$ cat src/logic/vlane_mulshift_cfg.svh
// width settings for the lane multiply/shift unit, included by the package and any RTL that sizes on them.
`ifndef VLANE_MULSHIFT_CFG_SVH
`define VLANE_MULSHIFT_CFG_SVH

// data word width of one lane.
// the half-word ops split this in two, so keep it even.
`define VLANE_WIDTH 32

// shift amount width.
// must be log2 of the word width.
// the right-shift amount relies on width wrapping to zero here.
`define VLANE_LOG2WIDTH 5

// half-word width of the lower/upper multiplies.
`define VLANE_HALF_WIDTH (`VLANE_WIDTH / 2)

// full product width kept after the multiplier.
// the two extra sign bits of the 33 x 33 product are dropped.
`define VLANE_PROD_WIDTH (2 * `VLANE_WIDTH)

`endif

$ cat src/logic/vlane_mulshift_pkg.sv
// shared types of the lane multiply/shift unit, referenced by scoped name from every stage.
`include "vlane_mulshift_cfg.svh"

package vlane_mulshift_pkg;

  // one lane data word.
  typedef logic [`VLANE_WIDTH-1:0] word_t;

  // word plus one extension bit for the signed multiplier.
  typedef logic [`VLANE_WIDTH:0] mul_operand_t;

  // shift amount.
  typedef logic [`VLANE_LOG2WIDTH-1:0] shamt_t;

  // opcode map.
  // bit 4 half-word, bit 3 saturate, bit 2 multiply.
  // bit 1 set picks the signed flavour, bit 0 upper half or right.
  typedef enum logic [4:0] {
    op_shl      = 5'd0,
    op_shrl     = 5'd1,
    op_zero     = 5'd2,
    op_shra     = 5'd3,
    op_mullou   = 5'd4,
    op_mulhiu   = 5'd5,
    op_mullo    = 5'd6,
    op_mulhi    = 5'd7,
    op_shl_satu = 5'd8,
    op_shl_sat  = 5'd10,
    op_lmulu    = 5'd20,
    op_umulu    = 5'd21,
    op_lmul     = 5'd22,
    op_umul     = 5'd23
  } mulshift_op_e;

  // multiplier inputs already extended to 33 bits.
  typedef struct packed {
    mul_operand_t dataa;
    mul_operand_t datab;
  } mul_operands_t;

  // output-side controls worked out alongside the operands.
  typedef struct packed {
    logic  zero_out;
    logic  saturate;
    logic  sel_hi;
    word_t sat_value;
  } result_ctrl_t;

endpackage

$ cat src/logic/mulshift_operand_prep.sv
// input side of the lane multiply/shift unit; combinational decode feeding the multiplier and selector.
`timescale 1ns/100ps
`include "vlane_mulshift_cfg.svh"

module mulshift_operand_prep (
  input  vlane_mulshift_pkg::mulshift_op_e  op,
  input  vlane_mulshift_pkg::word_t         op_a,
  input  vlane_mulshift_pkg::word_t         op_b,
  input  vlane_mulshift_pkg::shamt_t        sa,
  output vlane_mulshift_pkg::mul_operands_t operands,
  output vlane_mulshift_pkg::result_ctrl_t  ctrl
);

  // opcode fields.
  logic is_half;
  logic is_sat;
  logic is_mul;
  logic is_signed;
  logic dir;

  // half-word picks before extension.
  logic [`VLANE_HALF_WIDTH-1:0] half_a;
  logic [`VLANE_HALF_WIDTH-1:0] half_b;

  // operands after the half-word step.
  vlane_mulshift_pkg::word_t opa_sel;
  vlane_mulshift_pkg::word_t opb_mul;

  // left-shift amount for both directions.
  vlane_mulshift_pkg::shamt_t left_sa;

  // power of two that stands in for operand b on shifts.
  vlane_mulshift_pkg::mul_operand_t decoded_sa;

  // signed saturation extreme.
  vlane_mulshift_pkg::word_t signed_sat;

  assign is_half   = op[4];
  assign is_sat    = op[3];
  assign is_mul    = op[2];
  assign is_signed = op[1];
  assign dir       = op[0];

  // upper halves when bit 0 is set, lower otherwise.
  assign half_a = dir ? op_a[`VLANE_WIDTH-1:`VLANE_HALF_WIDTH]
                      : op_a[`VLANE_HALF_WIDTH-1:0];
  assign half_b = dir ? op_b[`VLANE_WIDTH-1:`VLANE_HALF_WIDTH]
                      : op_b[`VLANE_HALF_WIDTH-1:0];

  // half ops are always multiplies.
  // extend by sign only for the signed variants.
  always_comb
  begin
    if (is_half)
    begin
      opa_sel = {{`VLANE_HALF_WIDTH{is_signed & half_a[`VLANE_HALF_WIDTH-1]}}, half_a};
      opb_mul = {{`VLANE_HALF_WIDTH{is_signed & half_b[`VLANE_HALF_WIDTH-1]}}, half_b};
    end
    else
    begin
      opa_sel = op_a;
      opb_mul = op_b;
    end
  end

  // right shift is a left shift by width minus sa, keeping the high word.
  // width itself wraps to zero, so sa of zero lands on 2^0.
  // that gives op_a back in the low word, picked by sel_hi below.
  assign left_sa = dir ? (vlane_mulshift_pkg::shamt_t'(`VLANE_WIDTH) - sa) : sa;

  // one-hot decode.
  // bit 32 never sets, so the extended operand stays positive.
  always_comb
  begin
    decoded_sa = '0;
    for (int i = 0; i < `VLANE_WIDTH; i++)
    begin
      if (left_sa == vlane_mulshift_pkg::shamt_t'(i))
      begin
        decoded_sa[i] = 1'b1;
      end
    end
  end

  // operand a carries its sign for signed multiplies and arithmetic shifts.
  assign operands.dataa = {is_signed & opa_sel[`VLANE_WIDTH-1], opa_sel};

  // operand b is the real operand or the shift factor.
  assign operands.datab = is_mul ? {is_signed & opb_mul[`VLANE_WIDTH-1], opb_mul}
                                 : decoded_sa;

  // max positive for a non-negative a, min negative otherwise.
  assign signed_sat = opa_sel[`VLANE_WIDTH-1] ? {1'b1, {(`VLANE_WIDTH-1){1'b0}}}
                                              : {1'b0, {(`VLANE_WIDTH-1){1'b1}}};

  // the zero opcode sits in the unused signed left-shift slot.
  assign ctrl.zero_out = (op == vlane_mulshift_pkg::op_zero);

  assign ctrl.saturate = is_sat;

  // high word for upper multiplies and nonzero right shifts.
  assign ctrl.sel_hi = (is_mul & dir) | (~is_mul & dir & (|sa));

  // unsigned saturation clamps to all ones.
  assign ctrl.sat_value = is_signed ? signed_sat : {`VLANE_WIDTH{1'b1}};

endmodule

$ cat src/logic/mulshift_multiplier.sv
// processing part of the lane multiply/shift unit; one registered signed 33 x 33 multiply.
`timescale 1ns/100ps
`include "vlane_mulshift_cfg.svh"

module mulshift_multiplier (
  input  logic                              clk,
  input  logic                              resetn,
  input  logic                              en,
  input  vlane_mulshift_pkg::mul_operands_t operands,
  output vlane_mulshift_pkg::word_t         prod_hi,
  output vlane_mulshift_pkg::word_t         prod_lo
);

  // operands sign-extended to the kept product width.
  logic signed [`VLANE_PROD_WIDTH-1:0] a_wide;
  logic signed [`VLANE_PROD_WIDTH-1:0] b_wide;

  // low 64 bits of the full 66-bit product.
  logic signed [`VLANE_PROD_WIDTH-1:0] product;

  // widen from 33 bits by repeating the extension bit.
  assign a_wide = {{(`VLANE_WIDTH-1){operands.dataa[`VLANE_WIDTH]}}, operands.dataa};
  assign b_wide = {{(`VLANE_WIDTH-1){operands.datab[`VLANE_WIDTH]}}, operands.datab};

  // low bits of a product do not depend on the bits above them.
  // the 64-bit multiply matches the low 64 bits of the 66-bit one,
  // which drops the top two bits.
  assign product = a_wide * b_wide;

  // single pipe stage.
  // holds while en is low.
  always_ff @(posedge clk)
  begin
    if (!resetn)
    begin
      prod_hi <= '0;
      prod_lo <= '0;
    end
    else if (en)
    begin
      prod_hi <= product[`VLANE_PROD_WIDTH-1:`VLANE_WIDTH];
      prod_lo <= product[`VLANE_WIDTH-1:0];
    end
  end

endmodule

$ cat src/logic/mulshift_result_select.sv
// output side of the lane multiply/shift unit; registers controls and picks the result word.
`timescale 1ns/100ps

module mulshift_result_select (
  input  logic                             clk,
  input  logic                             resetn,
  input  logic                             en,
  input  vlane_mulshift_pkg::result_ctrl_t ctrl,
  input  vlane_mulshift_pkg::word_t        prod_hi,
  input  vlane_mulshift_pkg::word_t        prod_lo,
  output vlane_mulshift_pkg::word_t        result
);

  // controls delayed to match the product register.
  vlane_mulshift_pkg::result_ctrl_t ctrl_q;

  // high word nonzero means the shift overflowed.
  logic overflow;

  // control bits.
  // reset forces a zero result until the first enabled edge.
  always_ff @(posedge clk)
  begin
    if (!resetn)
    begin
      ctrl_q.zero_out <= 1'b1;
      ctrl_q.saturate <= 1'b0;
      ctrl_q.sel_hi   <= 1'b0;
    end
    else if (en)
    begin
      ctrl_q.zero_out <= ctrl.zero_out;
      ctrl_q.saturate <= ctrl.saturate;
      ctrl_q.sel_hi   <= ctrl.sel_hi;
    end
  end

  // clamp value of the saturating shifts.
  always_ff @(posedge clk)
  begin
    if (en)
    begin
      ctrl_q.sat_value <= ctrl.sat_value;
    end
  end

  assign overflow = |prod_hi;

  // zero first, then saturation, then the chosen half.
  always_comb
  begin
    if (ctrl_q.zero_out)
    begin
      result = '0;
    end
    else if (ctrl_q.saturate && overflow)
    begin
      result = ctrl_q.sat_value;
    end
    else if (ctrl_q.sel_hi)
    begin
      result = prod_hi;
    end
    else
    begin
      result = prod_lo;
    end
  end

endmodule

$ cat src/logic/vlane_mulshift.sv
// top of the lane multiply/shift unit; one enabled edge from operands to result.
`timescale 1ns/100ps

module vlane_mulshift (
  input  logic                             clk,
  input  logic                             resetn,
  input  logic                             en,
  input  vlane_mulshift_pkg::word_t        op_a,
  input  vlane_mulshift_pkg::word_t        op_b,
  input  vlane_mulshift_pkg::shamt_t       sa,
  input  vlane_mulshift_pkg::mulshift_op_e op,
  output vlane_mulshift_pkg::word_t        result
);

  // input side to multiplier.
  vlane_mulshift_pkg::mul_operands_t operands;

  // input side to selector.
  vlane_mulshift_pkg::result_ctrl_t ctrl;

  // registered product halves.
  vlane_mulshift_pkg::word_t prod_hi;
  vlane_mulshift_pkg::word_t prod_lo;

  // decode and operand shaping.
  // same cycle as issue.
  mulshift_operand_prep prep_i (
    .op       (op),
    .op_a     (op_a),
    .op_b     (op_b),
    .sa       (sa),
    .operands (operands),
    .ctrl     (ctrl)
  );

  // product register stage.
  mulshift_multiplier mult_i (
    .clk      (clk),
    .resetn   (resetn),
    .en       (en),
    .operands (operands),
    .prod_hi  (prod_hi),
    .prod_lo  (prod_lo)
  );

  // control register stage and final mux.
  mulshift_result_select sel_i (
    .clk     (clk),
    .resetn  (resetn),
    .en      (en),
    .ctrl    (ctrl),
    .prod_hi (prod_hi),
    .prod_lo (prod_lo),
    .result  (result)
  );

endmodule

$ cat config.mk
export PLATFORM = sky130hd
export DESIGN_NAME = vlane_mulshift
export DESIGN_NICKNAME = d
export VERILOG_FILES = /design/src/logic/vlane_mulshift_pkg.sv /design/src/logic/mulshift_operand_prep.sv /design/src/logic/mulshift_multiplier.sv /design/src/logic/mulshift_result_select.sv /design/src/logic/vlane_mulshift.sv
export VERILOG_INCLUDE_DIRS = /design/src /design/src/logic
export SDC_FILE = /design/constraint.sdc
export NUM_CORES = 2
export LEC_CHECK = 0
export BUFFER_PORTS_ARGS = -buffer_cell sky130_fd_sc_hd__buf_4
export CORE_ASPECT_RATIO = 1.5
export CORE_MARGIN = 2
export CORE_UTILIZATION = 55
export CTS_CLUSTER_DIAMETER = 200
export DETAILED_ROUTE_END_ITERATION = 10
export GPL_TIMING_DRIVEN = 0
export PLACE_DENSITY = 0.75
export SLEW_MARGIN = 20
export SYNTH_ARGS = -nofsm -noshare
export SYNTH_HDL_FRONTEND = slang
export SYNTH_HIERARCHICAL = 1
export SYNTH_SLANG_ARGS = --single-unit
$ cat constraint.sdc
create_clock -name clk -period 13.5 [get_ports clk]
set_input_delay 1.35 -clock clk [delete_from_list [all_inputs] [get_ports clk]]
set_output_delay 1.35 -clock clk [all_outputs]
set_load 0.01 [all_outputs]
======== Yosys cells after proc, flatten, opt, wreduce, memory -nomap -nowiden ========
Cells that the tools add are included.
Widths: inputs -> output; s select.
storage, ports and cells
  input bits .............................. 77
  logic and storage cells ................. 95
  register bits after elaboration ......... 99
operators by class
  bitwise logic cells ..................... 9
  equal/unequal tests ..................... 32
  muxes and demuxes ....................... 42
  reductions and logical operators ........ 4
  $add $sub $neg .......................... 1
  multipliers ............................. 1
operators by type and width
  kind                 number
  $mux 32              6
  $eq 5x5->1 const B   16
  $mul 33x33->64       1
  $eq 5x4->1 const B   8
  $mux 33              1
  $mux 1               32
  $mux 16              2
  $reduce_or 32->1     1
  $eq 5x3->1 const B   4
  $eq 5x2->1 const B   3
  $and 1x1->1          7
  $eq 5x1->1 const B   1
  $logic_not 5->1      1
  $mux 5               1
  $reduce_or 5->1      1
  $sub 1x5->5 const A  1
  $logic_and 1x1->1    1
  $not 1->1            1
  $or 1x1->1           1

======== Longest topological paths before layout ========
  depth in word-level cells ............... 6
  mapped depth ............................ 36
  depth with buffers taken out ............ 34

======== Modules after synthesis ========
The synthesis kept the hierarchy.
by module, submodules not included
  module                  cells each  area an instance (um2)  times used  sequential area each (um2)
  mulshift_multiplier     4366        40592.7                 1           1281.2
  mulshift_result_select  202         2549.9                  1           1021.0
  mulshift_operand_prep   236         1472.7                  1           0.0

======== Worst setup path after synthesis ========
No wires, ideal clock.
  path kind ............................... input -> register
  start point ............................. input port sa[3]
  end point ............................... register mult_i.prod_hi[30]
  buffers on the path ..................... 3
  arrival time ............................ 9990 ps
  stages on the path ...................... 34
  setup time .............................. 128 ps
  setup slack ............................. 3382 ps
  path through ............................ buf_2 > nor2_1 > and2_1 > ha_1 > nand2_1 > o21a_1 > nand2_1 > o22ai_1 > clkbuf_1 > nand2_1 > inv_1 > fa_1 > fa_1 > fa_1 > inv_1 > fa_1 > inv_1 > fa_1 > fa_1 > fa_1 > inv_1 > fa_1 > inv_1 > ha_1 > clkbuf_1 > a21o_1 > a21oi_1 > o21bai_1 > a41oi_1 > o2bb2ai_1 > a2111o_1 > a41oi_1 > xor2_1 > o21ai_0
RTL lines
  item                  RTL line                   RTL
  start, declared       vlane_mulshift.sv:10       input vlane_mulshift_pkg::shamt_t sa,
  end signal, assigned  mulshift_multiplier.sv:41  prod_hi <= product[`VLANE_PROD_WIDTH-1:`VLANE_WIDTH];
  end, declared         mulshift_multiplier.sv:10  output vlane_mulshift_pkg::word_t prod_hi,

==> reports/summary.txt <==
vias per cell: 6.06
first-pass GRT wire length: 277000 um
sequential area share after synthesis: 0.0516
Remaining DRCs: 0
Routed Antenna Nets: 0
Achievable Freq: 80.6 MHz
Placed Cells: 5954
Synth cell types: 86
cell mode on critical path: fa_1
initial antenna violation count: 37
vias in the first global route: 38300
Initial Util: 0.557
Ports: 109
clock buffer depth: 2
YS warnings: 6
CP required: 13.72 ns
Data arrival, critical path: 12.62 ns
clock sinks: 99
via count: 36500
Final Hold Vio Count: 0
Syn Nets: 6222
Avg Inst Size Synth: 9.29 um^2
die area: 0.0835 mm^2
largest net degree at the start of global routing: 37
Max-cap violations: 0
Layout area overhead: 6.29%
Post-synth EDFFs: 32
DP HPWL: 164000 um
critical path launch point type: input port
CTS Root Cell: clkbuf_16
Final Util: 0.592
max_slew headroom: 0.0628
Crit Path Category: in -> reg
chip height: 353 um
number of max-slew violations in the final report: 0
fin crit share: 0.919
Hold WC Path Type: reg -> reg
gr usage total: 0.482
Post-synth top cells: 1125 x fa_1, 1101 x inv_1, 606 x nand2_1
Synth Flop Type: dfxtp_1
1st-iter DRT viols: 3874
fillcell total: 7304
RSZ-0062 raised after global routing: false
DR WL/cell: 32.6 um
Post-CTS Setup Bufs: 0
status: complete, no violations
Post-CTS Resized: 0
fin crit period: 12.40 ns
Layout Cells excl Fill: 6017
CP max-delay cell: clkbuf_1
Placement Rows: 127
cell area after synthesis: 0.0446 mm^2
core area: 0.0801 mm^2
global route overflow: 0
Routed Wire Length: 196000 um
slowest stage delay, CP: 0.91 ns
TritonCTS Buffers: 9
CP Capture Type: flop
CTS tree: yes
Clk pin slew, worst setup/hold paths: 0.07 ns
skew final: 0 ns
layout cells sized above 1: 0.0688
Placer Congestion: 1.08
final setup TNS: 0 ns
Post-CTS Hold Fix Bufs: 0
PortBufs: 106
worst-skew pair later-pin latency: 0.35 ns
final setup violation count: 0
H-Tree Depth: 3
post-synthesis sequential element count: 99
Synth area leaders: fa_1 50%, inv_1 9.3%, and2_1 7.7%, ha_1 6.1%, nand2_1 5.1%
crit path max fanout: 10
Die Wd: 237 um
Yosys top cell area share: 0.505
DRT Pass-1 Iters: 8
Post-synth ARST share: 0
Worst Tran Pin Value: 1.40 ns
nets: 6352
cells after synthesis: 4804
Yosys top cell by area: fa_1
most frequent cell after synthesis: fa_1
-- flip-flops by register name, indices dropped and copies added, names as in the netlist --
signal	cells
mult_i/prod_lo	32
mult_i/prod_hi	32
sel_i/ctrl_q	35
-- worst max-delay path, delay by kind of cell --
| kind | cells | cell delay [ns] |
|---|---|---|
| compound gates | 5 | 1.53 |
| buf+inv | 8 | 2.30 |
| fa+ha+maj | 11 | 5.75 |
| xor+xnor | 1 | 0.29 |
| simple gates | 6 | 1.34 |
-- area by class of cell --
type | count | area, um^2 | area share
antenna | 46 | 115 | 0.00243
buffer | 302 | 1480 | 0.0311
clock buffer | 9 | 225 | 0.00475
clock inverter | 7 | 42.5 | 0.000897
inverter | 1101 | 4130 | 0.0871
multi-input combinational | 3302 | 36900 | 0.778
sequential | 99 | 2300 | 0.0485
tap | 1032 | 1290 | 0.0272
timing repair buffer | 119 | 946 | 0.0199
-- layout by cell type (no fill, tap or decap), types with 17 or more instances in the layout --
cell type / netlist / routed
o21ai_1: 35 / 21
dfxtp_1: 67 / 67
clkbuf_1: 238 / 209
diode_2: 0 / 46
nand2_1: 606 / 605
ha_1: 216 / 216
nor2b_1: 67 / 67
edfxtp_1: 32 / 32
o21ai_0: 42 / 42
buf_4: 34 / 141
clkbuf_2: 0 / 29
xor2_1: 27 / 27
or2b_2: 30 / 30
and2_1: 551 / 551
a21o_1: 28 / 28
nor2_1: 35 / 35
nand3_1: 30 / 30
mux2i_1: 85 / 85
inv_1: 1101 / 1101
a21oi_1: 115 / 115
o22ai_1: 32 / 17
xnor2_1: 50 / 50
fa_1: 1125 / 1124
a211oi_2: 30 / 30
-- per-layer routing --
layer	track usage	wire [um]	part of all wire	vias to the layer above
met5	0	96	0.00049	-
met4	0.469	25200	0.13	8
met3	0.142	21200	0.11	964
met2	0.734	86800	0.44	2653
met1	0.534	62700	0.32	18400
li1	-	-	-	14400
-- final timing paths --
| kind | slack, ns | cells after the start | from | to |
|---|---|---|---|---|
| max | 1.10 | 31 | sa[0] | mult_i/prod_hi[31]$_SDFFE_PN0P_ |
| min reg2reg | 0.49 | 2 | mult_i/prod_lo[0]$_SDFFE_PN0P_ | mult_i/prod_lo[0]$_SDFFE_PN0P_ |
| max reg2reg | 12.43 | 3 | sel_i/ctrl_q[34]$_SDFFE_PN1P_ | sel_i/ctrl_q[34]$_SDFFE_PN1P_ |
| min | 0.49 | 2 | mult_i/prod_lo[0]$_SDFFE_PN0P_ | mult_i/prod_lo[0]$_SDFFE_PN0P_ |
-- per-stage QoR --
step,worst slack (ns),area (um^2),hold slack [ns]
finish,1.10,47400,0.488
CTS,1.25,47300,0.485
global route,0.752,47300,0.518
floorplan,3.38,44600,0.424
global placement,0.650,46700,0.460
detailed placement,0.926,47000,0.474
-- cells by family (layout without fill, tap and decap cells) --
group | count (synthesis) | count (layout) | synth area share
AND/OR/NAND/NOR | 1413 | 1413 | 0.164
flip-flops | 99 | 99 | 0.0516
multiplexers | 86 | 86 | 0.0193
other | 0 | 46 | 0
XOR/XNOR | 77 | 77 | 0.0151
buffers and inverters | 1403 | 1538 | 0.125
adder cells (fa/ha/maj) | 1341 | 1341 | 0.565
AO/OA/AOI/OAI | 385 | 385 | 0.0597
Power is left out: the tool's default activity adds up to more than one toggle a clock period on the data nets, which glitch-free logic cannot reach.
